## config.mk

```make
export PLATFORM = sky130hd
export DESIGN_NAME = lvp_config
export DESIGN_NICKNAME = d
export VERILOG_FILES = /design/src/hdl/lvp_pkg.sv /design/src/hdl/lvp_config.sv
export SDC_FILE = /design/constraint.sdc
export NUM_CORES = 1
export LEC_CHECK = 0
export BUFFER_PORTS_ARGS = -buffer_cell sky130_fd_sc_hd__buf_2
export CAP_MARGIN = 15
export CORE_ASPECT_RATIO = 1.4
export CORE_MARGIN = 3
export CORE_UTILIZATION = 47
export CTS_CLUSTER_DIAMETER = 200
export DETAILED_ROUTE_END_ITERATION = 7
export PLACE_DENSITY = 0.77
export SLEW_MARGIN = 15
export SYNTH_ARGS = -nofsm -noshare
export SYNTH_HDL_FRONTEND = slang
export SYNTH_SLANG_ARGS = --single-unit
```

## constraint.sdc

```tcl
create_clock -name clk -period 2 [get_ports clk]
set_clock_uncertainty 0.2 [all_clocks]
set_input_delay 0.1 -clock clk [delete_from_list [all_inputs] [get_ports clk]]
set_output_delay 0.1 -clock clk [all_outputs]
set_load 0.005 [all_outputs]
```

## src/hdl/lvp_pkg.sv

```systemverilog
package lvp_pkg;

	// one data word as seen by the core and the memory
	typedef logic [31:0] word_t;

	// byte address, memory decodes only the word index
	typedef logic [31:0] addr_t;

	// program counter of a load
	typedef logic [31:0] pc_t;

	// saturating confidence, 0 = just replaced, 3 = strongest
	typedef logic [1:0] conf_t;

	// statistics counter width
	typedef logic [15:0] count_t;

	// config register address
	typedef logic [1:0] cfg_addr_t;

	// config register map
	// bit 0 of CTRL is the prediction enable
	localparam cfg_addr_t CFG_CTRL   = 2'd0;
	// minimum confidence needed to speculate
	localparam cfg_addr_t CFG_THRESH = 2'd1;
	// issued predictions, any write clears
	localparam cfg_addr_t CFG_NPRED  = 2'd2;
	// mispredictions that raised a recover, any write clears
	localparam cfg_addr_t CFG_NMISS  = 2'd3;

	// threshold value out of reset
	localparam conf_t THRESH_RESET = 2'd2;

	// control FSM of the predictor
	// IDLE      ready for a request
	// LOOKUP    table data back, speculation decided
	// WAIT_MEM  waiting for the memory word
	// RESPOND   response held until accepted
	typedef enum logic [1:0] {
		IDLE,
		LOOKUP,
		WAIT_MEM,
		RESPOND
	} lvp_state_t;

endpackage

```

## src/hdl/lvp_config.sv

```systemverilog
`timescale 1ns/100ps

module lvp_config (
	input  logic                clk,
	input  logic                arst_n,
	input  logic                cfg_we,
	input  lvp_pkg::cfg_addr_t  cfg_addr,
	input  lvp_pkg::word_t      cfg_wdata,
	input  logic                stat_pred,
	input  logic                stat_miss,
	output lvp_pkg::word_t      cfg_rdata,
	output logic                pred_enable,
	output lvp_pkg::conf_t      pred_threshold
);

	import lvp_pkg::*;

	count_t npred_q;
	count_t nmiss_q;

	// enable and threshold registers
	always_ff @(posedge clk or negedge arst_n) begin
		if (!arst_n) begin
			pred_enable    <= 1'b0;
			pred_threshold <= THRESH_RESET;
		end else if (cfg_we) begin
			if (cfg_addr == CFG_CTRL) begin
				pred_enable <= cfg_wdata[0];
			end
			if (cfg_addr == CFG_THRESH) begin
				pred_threshold <= cfg_wdata[1:0];
			end
		end
	end

	// statistics, a write clears and wins over a count
	always_ff @(posedge clk or negedge arst_n) begin
		if (!arst_n) begin
			npred_q <= '0;
			nmiss_q <= '0;
		end else begin
			if (cfg_we && cfg_addr == CFG_NPRED) begin
				npred_q <= '0;
			end else if (stat_pred && npred_q != '1) begin
				npred_q <= npred_q + 1'b1;
			end
			if (cfg_we && cfg_addr == CFG_NMISS) begin
				nmiss_q <= '0;
			end else if (stat_miss && nmiss_q != '1) begin
				nmiss_q <= nmiss_q + 1'b1;
			end
		end
	end

	// read mux, zero extended
	always_comb begin
		case (cfg_addr)
			CFG_CTRL:   cfg_rdata = word_t'(pred_enable);
			CFG_THRESH: cfg_rdata = word_t'(pred_threshold);
			CFG_NPRED:  cfg_rdata = word_t'(npred_q);
			default:    cfg_rdata = word_t'(nmiss_q);
		endcase
	end

endmodule

```

==> impl_metrics.ini <==
[status]
status = complete, no violations

[synth]
synth_top_area_share_pct = 35.27
yosysSeqAreaShare_pct = 36.36
synthMuxAreaShare_pct = 8.610
syn_inst = 269
synthesis.area_um2 = 2412
synth_warnings = 0
synthFlopType = dfrtp_1
synthTopCellsByCount = dfrtp_1 (34), a21oi_1 (30), nand2_1 (18), buf_4 (16)
synth-xor-area-share_pct = 0
synth_top_area_cell = dfrtp_1
synth_edf_count = 0
syn_area_per_cell_um2 = 8.968
ys_top_cells_by_area = dfrtp_1 (35%), a21oi_1 (6.2%), mux2i_1 (5.8%)
synthAdderAreaFrac_pct = 1.037
ys_ff_latch = 35
synth_top_family_by_area = simple AND/OR/NAND/NOR gates
ys_types = 42
synthArstFlopShare_pct = 100.0
synth_simple_gate_area_share_pct = 28.99
synth-compound-area-share_pct = 16.18
yosysMostFrequentCell = dfrtp_1

[worst_setup_path]
critPathMaxStageDelay_ns = 0.51
cp-end-kind = flop
r2r-end = npred_q[13]
path_max_fanout = 11
cp_slowest_cell = or4_1
crit_buf_inv = 0
start_kind = flop
ff2ff_setup_slack_ns = 0.06
cp.arrival_ns = 1.95
critical_path_class = flop to flop
cp_data_required_time_ns = 2.01
ff2ff_path_depth = 5
timing.rr.start = npred_q[0]
path_cells = ha_2 > and3_1 > and4_4 > or4_1 > a21oi_1
cp_top_family = simple AND/OR/NAND/NOR gates

[clock_network]
clkSlewWorstSetupHoldPaths_ns = 0.07
cts_tree = yes
htreeDepth = 2
cts_buffer_depth = 2
root_buffer = clkbuf_8
cts.sinks = 35
cts_buffers = 5
clk_latency_ns = 0.28
post_cts_buffers = 0

[timing]
tns_ns = 0
setup_viol = 0
hold_violations = 0
relSlewSlack_pct = 64.63
holdWs_ns = 0.08176
finalCritPeriodShare_pct = 96.77
worst_pin_slew_ns = 0.5306
final-max-slew-violation-count = 0
fin_crit_ns = 1.935
rsz0062_at_grt = false
fmaxAchievable_mhz = 516.7

[floorplanning]
io_pins = 74
dieHeight_um = 90.77
start_util_pct = 49.06
core-area_um2 = 4917
rows = 30
dieArea_um2 = 6040
die_width_um = 66.55

[global_routing]
grt_use_total_pct = 21.31
grt_busiest_layer = met2
grt.met1_usage_pct = 24.19
antenna_found_initial = 0
grtUsageMet2_pct = 38.33
overflow = 0
grt_max_degree = 36
grt_pass1_wl_um = 10250
grt_pass1_vias = 2218
use_met3_pct = 2.989

[cells_and_area]
final_nets = 356
antenna_cells = 0
fin_util_pct = 56.79
drive_above_1_share_pct = 24.52
area_delta_synth_final_pct = 15.77
finalInstanceArea_um2 = 2793

[power]
irDropWorstVdd_mv = 0.3409
leakagePower_nw = 1.234
power_density_nw_per_um2 = 591.5
finalPower_mw = 1.652

[placement]
gp_congestion = 0.9262
io_buffers = 27
postPlaceCellArea_um2 = 2658
post-dp-hpwl_um = 4449

[drt]
wl_um = 6099
ant_nets = 0
drtIter0Drc = 151
drc_errors = 0
routed_via_density = 5.971
dr.pass1.iters = 4
vias = 2257
wl_per_cell_um = 16.13

[min_path]
worstHoldPathCells = 3
min_from = cfg_we
min_to = pred_threshold[1]
hold_class = primary input to flop

[run]
drv_cap = 0
[layer usage]
metal | wire length, um | vias up
met4 | 157 | 0
met5 | 0 | -
met2 | 3347 | 55
met1 | 2421 | 1109
met3 | 173 | 16
li1 | - | 1077
[worst min-delay path, cell delays in order]
cell,delay [ns]
buf_2,0.13
nand3b_1,0.13
mux2_2,0.17
[report_power, final]
group	switching, mW	leakage (nW)	internal, mW	total (mW)
combinational	0.176	0.724	0.167	0.343
clock	0.242	0.0371	0.232	0.474
sequential	0.0644	0.472	0.770	0.835
total	0.482	1.23	1.17	1.65
[cell type report]
class / count / area, um2
fillers: 459 / 2125
multi-input cells: 215 / 1398
flip-flops and latches: 35 / 877.1
repair buffers: 54 / 350.3
well taps: 64 / 80.08
clock buffers: 6 / 72.57
inverters: 4 / 15.01
[timing repair]
| item | in CTS | in global routing |
|---|---|---|
| resized for setup | 0 | 3 |
| endpoints found under the hold margin | 41 | 0 |
| setup endpoints to repair | 0 | 10 |
| hold buffers | 5 | 0 |
[state kept, by name, indices dropped and copies added, names as in the netlist]
name and flops:
pred_enable 1, pred_threshold 2, npred_q 16, nmiss_q 16
[logic make-up (layout without fill, tap and decap cells)]
| logic type | count (synthesis) | in the layout |
|---|---|---|
| DFF | 35 | 35 |
| and+or+nand+nor | 114 | 114 |
| adders and majority gates | 2 | 2 |
| muxes | 19 | 19 |
| other | 1 | 16 |
| buffers and inverters | 34 | 64 |
| AOI/OAI and AO/OA | 64 | 64 |
[worst max path at each step]
stage          cells past startpoint     endpoint  startpoint  slack (ns)
2_1_floorplan                      6  npred_q[13]  npred_q[0]        0.02
3_3_place_gp                       5   nmiss_q[6]  nmiss_q[0]        0.06
3_5_place_dp                       5   nmiss_q[6]  nmiss_q[1]        0.03
4_1_cts                            5   nmiss_q[6]  nmiss_q[1]      0.0007
5_1_grt                            5  npred_q[13]  npred_q[0]       0.004
6_report                           5  npred_q[13]  npred_q[0]        0.06
[placed cells by master, fill, tap and decap left out, drive strengths merged, types with 7 or more instances in the layout]
cell | netlist | layout
nor2b | 14 | 14
mux2i | 14 | 14
conb | 1 | 16
or4 | 10 | 10
and3 | 10 | 10
buf | 22 | 49
and4 | 9 | 9
nand2 | 18 | 18
a21oi | 30 | 30
o31ai | 11 | 11
dfrtp | 34 | 34
nor3 | 7 | 7
nand3 | 10 | 10
nand4 | 12 | 12
o21ai | 12 | 12
[stage by stage]
step           worst slack, ns  cells
5_1_grt               0.004262    378
2_1_floorplan          0.02257    284
4_1_cts              0.0006786    378
3_5_place_dp           0.03119    367
6_report               0.06457    378
3_3_place_gp           0.05670    367
(Power assumes the default switching activity.)
