**src/hdl/lvp_pkg.sv**
```systemverilog
package lvp_pkg;

	// one data word as seen by the core and the memory
	typedef logic [31:0] word_t;

	// byte address, memory decodes only the word index
	typedef logic [31:0] addr_t;

	// program counter of a load
	typedef logic [31:0] pc_t;

	// saturating confidence, 0 = just replaced, 3 = strongest
	typedef logic [1:0] conf_t;

	// statistics counter width
	typedef logic [15:0] count_t;

	// config register address
	typedef logic [1:0] cfg_addr_t;

	// config register map
	// bit 0 of CTRL is the prediction enable
	localparam cfg_addr_t CFG_CTRL   = 2'd0;
	// minimum confidence needed to speculate
	localparam cfg_addr_t CFG_THRESH = 2'd1;
	// issued predictions, any write clears
	localparam cfg_addr_t CFG_NPRED  = 2'd2;
	// mispredictions that raised a recover, any write clears
	localparam cfg_addr_t CFG_NMISS  = 2'd3;

	// threshold value out of reset
	localparam conf_t THRESH_RESET = 2'd2;

	// control FSM of the predictor
	// IDLE      ready for a request
	// LOOKUP    table data back, speculation decided
	// WAIT_MEM  waiting for the memory word
	// RESPOND   response held until accepted
	typedef enum logic [1:0] {
		IDLE,
		LOOKUP,
		WAIT_MEM,
		RESPOND
	} lvp_state_t;

endpackage

```
**src/hdl/load_value_predictor.sv**
```systemverilog
`timescale 1ns/100ps

module load_value_predictor (
	input  logic            clk,
	input  logic            arst_n,
	input  logic            req_valid,
	input  logic            req_write,
	input  lvp_pkg::pc_t    req_pc,
	input  lvp_pkg::addr_t  req_addr,
	input  lvp_pkg::word_t  req_wdata,
	output logic            req_ready,
	output logic            spec_valid,
	output lvp_pkg::word_t  spec_data,
	output logic            resp_valid,
	input  logic            resp_ready,
	output lvp_pkg::word_t  resp_data,
	output logic            resp_confirm,
	output logic            resp_recover,
	output logic            lu_en,
	output lvp_pkg::pc_t    lu_pc,
	input  logic            lu_hit,
	input  lvp_pkg::word_t  lu_value,
	input  lvp_pkg::conf_t  lu_conf,
	output logic            upd_en,
	output lvp_pkg::pc_t    upd_pc,
	output lvp_pkg::word_t  upd_value,
	output logic            mem_req,
	output logic            mem_write,
	output lvp_pkg::addr_t  mem_addr,
	output lvp_pkg::word_t  mem_wdata,
	input  logic            mem_rvalid,
	input  lvp_pkg::word_t  mem_rdata,
	input  logic            pred_enable,
	input  lvp_pkg::conf_t  pred_threshold,
	output logic            stat_pred,
	output logic            stat_miss
);

	import lvp_pkg::*;

	lvp_state_t state;
	lvp_state_t state_d;

	// latched request
	logic  write_q;
	pc_t   pc_q;
	word_t wdata_q;

	// what was speculated for this load
	logic  spec_taken_q;
	word_t spec_value_q;

	logic req_fire;
	logic resp_fire;
	logic mem_done;
	logic spec_match;

	assign req_ready = (state == IDLE);
	assign req_fire  = req_valid && req_ready;
	assign resp_valid = (state == RESPOND);
	assign resp_fire  = resp_valid && resp_ready;
	assign mem_done   = (state == WAIT_MEM) && mem_rvalid;

	// table lookup and memory access both go out in the accept cycle
	assign lu_en     = req_fire;
	assign lu_pc     = req_pc;
	assign mem_req   = req_fire;
	assign mem_write = req_write;
	assign mem_addr  = req_addr;
	assign mem_wdata = req_wdata;

	// speculate on a confident hit of a load
	assign spec_valid = (state == LOOKUP) && pred_enable && !write_q && lu_hit &&
		(lu_conf >= pred_threshold);
	assign spec_data  = lu_value;
	assign stat_pred  = spec_valid;

	// memory word against the speculated one
	assign spec_match = (mem_rdata == spec_value_q);
	assign stat_miss  = mem_done && spec_taken_q && !spec_match;

	// commit the architectural value once the core takes it
	assign upd_en    = resp_fire && !write_q;
	assign upd_pc    = pc_q;
	assign upd_value = resp_data;

	// next state
	always_comb begin
		state_d = state;
		case (state)
			IDLE:     if (req_fire) state_d = LOOKUP;
			LOOKUP:   state_d = WAIT_MEM;
			WAIT_MEM: if (mem_rvalid) state_d = RESPOND;
			RESPOND:  if (resp_ready) state_d = IDLE;
			default:  state_d = IDLE;
		endcase
	end

	// control state and response flags
	always_ff @(posedge clk or negedge arst_n) begin
		if (!arst_n) begin
			state        <= IDLE;
			write_q      <= 1'b0;
			spec_taken_q <= 1'b0;
			resp_confirm <= 1'b0;
			resp_recover <= 1'b0;
		end else begin
			state <= state_d;
			if (req_fire) begin
				write_q <= req_write;
			end
			if (state == LOOKUP) begin
				spec_taken_q <= spec_valid;
			end
			if (mem_done) begin
				resp_confirm <= spec_taken_q && spec_match;
				resp_recover <= spec_taken_q && !spec_match;
			end else if (resp_fire) begin
				resp_confirm <= 1'b0;
				resp_recover <= 1'b0;
			end
		end
	end

	// request and response payload
	always_ff @(posedge clk) begin
		if (req_fire) begin
			pc_q    <= req_pc;
			wdata_q <= req_wdata;
		end
		if (state == LOOKUP) begin
			spec_value_q <= lu_value;
		end
		// stores answer with their own data
		if (mem_done) begin
			resp_data <= write_q ? wdata_q : mem_rdata;
		end
	end

	// speculation only in the cycle right after an accept
	a_spec_after_accept: assert property (
		@(posedge clk) disable iff (!arst_n) spec_valid |-> $past(req_valid && req_ready)
	);

	// confirm or recover only on a load response and never both
	a_flags_on_load_resp: assert property (
		@(posedge clk) disable iff (!arst_n)
		(resp_confirm || resp_recover) |-> resp_valid && !write_q &&
			(resp_confirm != resp_recover)
	);

	// response held under back-pressure
	a_resp_stable: assert property (
		@(posedge clk) disable iff (!arst_n)
		resp_valid && !resp_ready |=> resp_valid && $stable(resp_data) &&
			$stable(resp_confirm) && $stable(resp_recover)
	);

endmodule

```
**config.mk**
```make
export PLATFORM = sky130hd
export DESIGN_NAME = load_value_predictor
export DESIGN_NICKNAME = d
export VERILOG_FILES = /design/src/hdl/lvp_pkg.sv /design/src/hdl/load_value_predictor.sv
export SDC_FILE = /design/constraint.sdc
export NUM_CORES = 1
export LEC_CHECK = 0
export CORE_AREA = 2 2 160 162
export DETAILED_ROUTE_END_ITERATION = 8
export DIE_AREA = 0 0 162 164
export DONT_BUFFER_PORTS = 1
export SYNTH_ARGS = -nofsm -noshare
export SYNTH_HDL_FRONTEND = slang
export SYNTH_SLANG_ARGS = --single-unit
```
**constraint.sdc**
```tcl
create_clock -name clk -period 3.3 [get_ports clk]
set_input_delay 0.33 -clock clk [delete_from_list [all_inputs] [get_ports clk]]
set_output_delay 0.33 -clock clk [all_outputs]
set_load 0.05 [all_outputs]
```
==> flow_summary.json <==
{
  "status": "complete, no violations",
  "crit_required_ns": 2.97,
  "grt_pass1_vias": 3225,
  "fin_tns_setup_ns": 0,
  "synth_simple_gate_area_share_pct": 2.02,
  "fmax_ghz": 0.391,
  "drtIter0Drc": 203,
  "grt_use_total_pct": 11.6,
  "hold_class": "primary input to flop",
  "routed_wl_mm": 15.7,
  "die_h_um": 164,
  "portBuffers": 0,
  "synth_cell_types": 22,
  "ys_warn_count": 0,
  "synthAdderAreaFrac_pct": 1.41,
  "final_max_slew_viol_count": 0,
  "hold_viol": 0,
  "crit_type": "flop to output port",
  "slew_headroom_pct": 22.2,
  "finalClockSkew_ns": 0.0124,
  "synth_top_family_by_area": "buffers and inverters",
  "die_x_um": 162,
  "synthesis.nets": 592,
  "synth_compound_area_share_pct": 0.970,
  "critPathMaxFanout": 66,
  "nNetsFinal": 546,
  "arrival_ns": 2.22,
  "ant_nets": 0,
  "max_cap_violations": 0,
  "ys_seq_area_share_pct": 64.5,
  "gp_congestion": 0.709,
  "end_kind": "output port",
  "synth_area_um2": 6190,
  "setup_violations": 0,
  "cts_setup_buffers": 0,
  "pin_count": 407,
  "h-tree-depth": 4,
  "min_period_ns": 2.55,
  "startpoint_type": "flop",
  "drive_gt1_share_pct": 19.5,
  "start_util_pct": 24.9,
  "syn_area_per_cell_um2": 15.0,
  "dpl.hpwl_mm": 11.1,
  "p_leak_nw": 2.32,
  "rsz0062_at_grt": "no",
  "synth_cells": 413,
  "die-area_um2": 26600,
  "post-place-ws_ns": 1.10,
  "vias_per_cell": 3.96,
  "num_vias": 2819,
  "clock_sink_count": 134,
  "powerDensity_nw_per_um2": 909,
  "n_fill_cell": 2527,
  "tightest_slew_ns": 1.17,
  "muxShareOfSynthArea_pct": 6.00,
  "finalCritPeriodShare_pct": 77.4,
  "coreArea_um2": 24800,
  "synth_xor_area_share_pct": 4.53,
  "fin_ws_ns": 0.745,
  "synth-seq-cells": 134,
  "overflow": 0,
  "tritoncts": "built",
  "clockRootBuffer": "clkbuf_16",
  "drt-wirelength-per-cell_um": 22.0,
  "numCtsBuffers": 17,
  "grt_antenna_before_repair": 3,
  "clkTransAtPathRegs_ns": 0.05,
  "grt_pass1_wl_mm": 21.3,
  "peakVddDrop_mv": 0.462,
  "grt_max_degree": 67,
  "dr.pass1.iters": 4,
  "clk_latency_ns": 0.41,
  "drc": 0,
  "syn_to_final_growth_pct": 13.1,
  "cts_buffer_depth": 2,
  "row_count": 58
}
state kept, by name (all words and copies together) (netlist names):
register      flops
resp_data        32
spec_value_q     32
upd_pc           32
wdata_q          32
state             2
resp_confirm      1
resp_recover      1
spec_taken_q      1
write_q           1
cell type report:
class | instances | area [um^2] | share of cell area, %
Sequential cell | 134 | 4000 | 57.1
Timing Repair Buffer | 102 | 1020 | 14.6
Multi-Input combinational cell | 104 | 933 | 13.3
Clock buffer | 18 | 429 | 6.13
Tap cell | 330 | 413 | 5.90
Clock inverter | 14 | 174 | 2.48
Inverter | 8 | 30.0 | 0.429
Antenna cell | 2 | 5.00 | 0.0715
logic make-up after synthesis:
group | count (synthesis)
flops | 134
xor+xnor | 32
simple gates | 22
fa+ha+maj | 7
compound gates | 10
mux | 33
buf+inv | 175
synthesized netlist by cell type (all sizes together):
| library cell | n | share of area, % |
|---|---|---|
| and2 | 2 | 0.20 |
| nand3 | 1 | 0.081 |
| buf | 167 | 20 |
| a31oi | 1 | 0.10 |
| inv | 8 | 0.48 |
| ha | 7 | 1.4 |
| edfxtp | 128 | 62 |
| nor2 | 4 | 0.24 |
| nand4b | 1 | 0.14 |
| a21oi | 2 | 0.16 |
| nor4 | 1 | 0.20 |
| o21ai | 4 | 0.32 |
| mux2 | 33 | 6.0 |
| nand4 | 8 | 0.81 |
| o22ai | 1 | 0.10 |
| nand2b | 1 | 0.10 |
| dfrtp | 6 | 2.4 |
| a222oi | 1 | 0.16 |
| xnor2 | 32 | 4.5 |
| a21o | 1 | 0.12 |
| nand2 | 4 | 0.24 |
cell usage in the layout, fill, tap and decap left out, drive strengths merged, types with 3 or more instances in the layout:
cell type and instances:
inv 12, o21ai 4, bufinv 3, ha 7
dlygate4sd3 97, xnor2 32, clkbuf 18, clkinv 4
buf 5, clkinvlp 3, dfrtp 6, nand4 8
nand2 4, edfxtp 128, mux2 33, nor2 4
final timing paths:
kind,start,end,slack (ns),depth (start not counted)
max,state[1],lu_en,0.75,4
min,req_write,write_q,0.09,1
max reg2reg,state[1],upd_pc[23],1.12,4
min reg2reg,wdata_q[0],resp_data[0],0.55,1
max in group asynchronous,arst_n,write_q,2.79,1
min in group asynchronous,arst_n,spec_taken_q,0.25,1
worst max-delay path, cell delays in order, from the launching register on:
cell,delay [ns]
dfrtp_1,0.40
inv_1,0.15
ha_1,0.55
and2_4,0.28
buf_12,0.38
power by group:
group / internal, W / switching, W / total, W
Sequential: 0.00240 / 0.00104 / 0.00344
Clock: 0.00120 / 0.000758 / 0.00196
Combinational: 0.000418 / 0.000555 / 0.000974
metrics by stage:
step / total power (W) / util [%] / std cells / hold WS, ns / cell area, um^2
2_1_floorplan: 0.00453 / - / 413 / 0.0344 / 6190
3_3_place_gp: 0.00433 / 21.8 / 581 / 0.0350 / 5420
3_5_place_dp: 0.00439 / 21.8 / 581 / 0.0351 / 5420
4_1_cts: 0.00648 / 28.2 / 710 / 0.0615 / 7000
5_1_grt: 0.00664 / 28.2 / 712 / 0.0630 / 7000
6_report: 0.00637 / 28.2 / 712 / 0.0873 / 7000
per-layer routing:
metal | up-vias | share of wire [%] | GRT usage, %
li1 | 1193 | - | -
met1 | 1338 | 34 | 11.5
met2 | 231 | 54 | 21.3
met3 | 55 | 7.9 | 4.02
met4 | 2 | 4.0 | 6.60
met5 | - | 0.083 | 0
what timing repair did:
| item | in CTS | in global routing |
|---|---|---|
| hold buffers | 97 | 0 |
| hold endpoints to repair | 102 | 0 |
| gates resized for setup | 0 | 0 |
No activity file was read; power rests on OpenSTA's default activity.
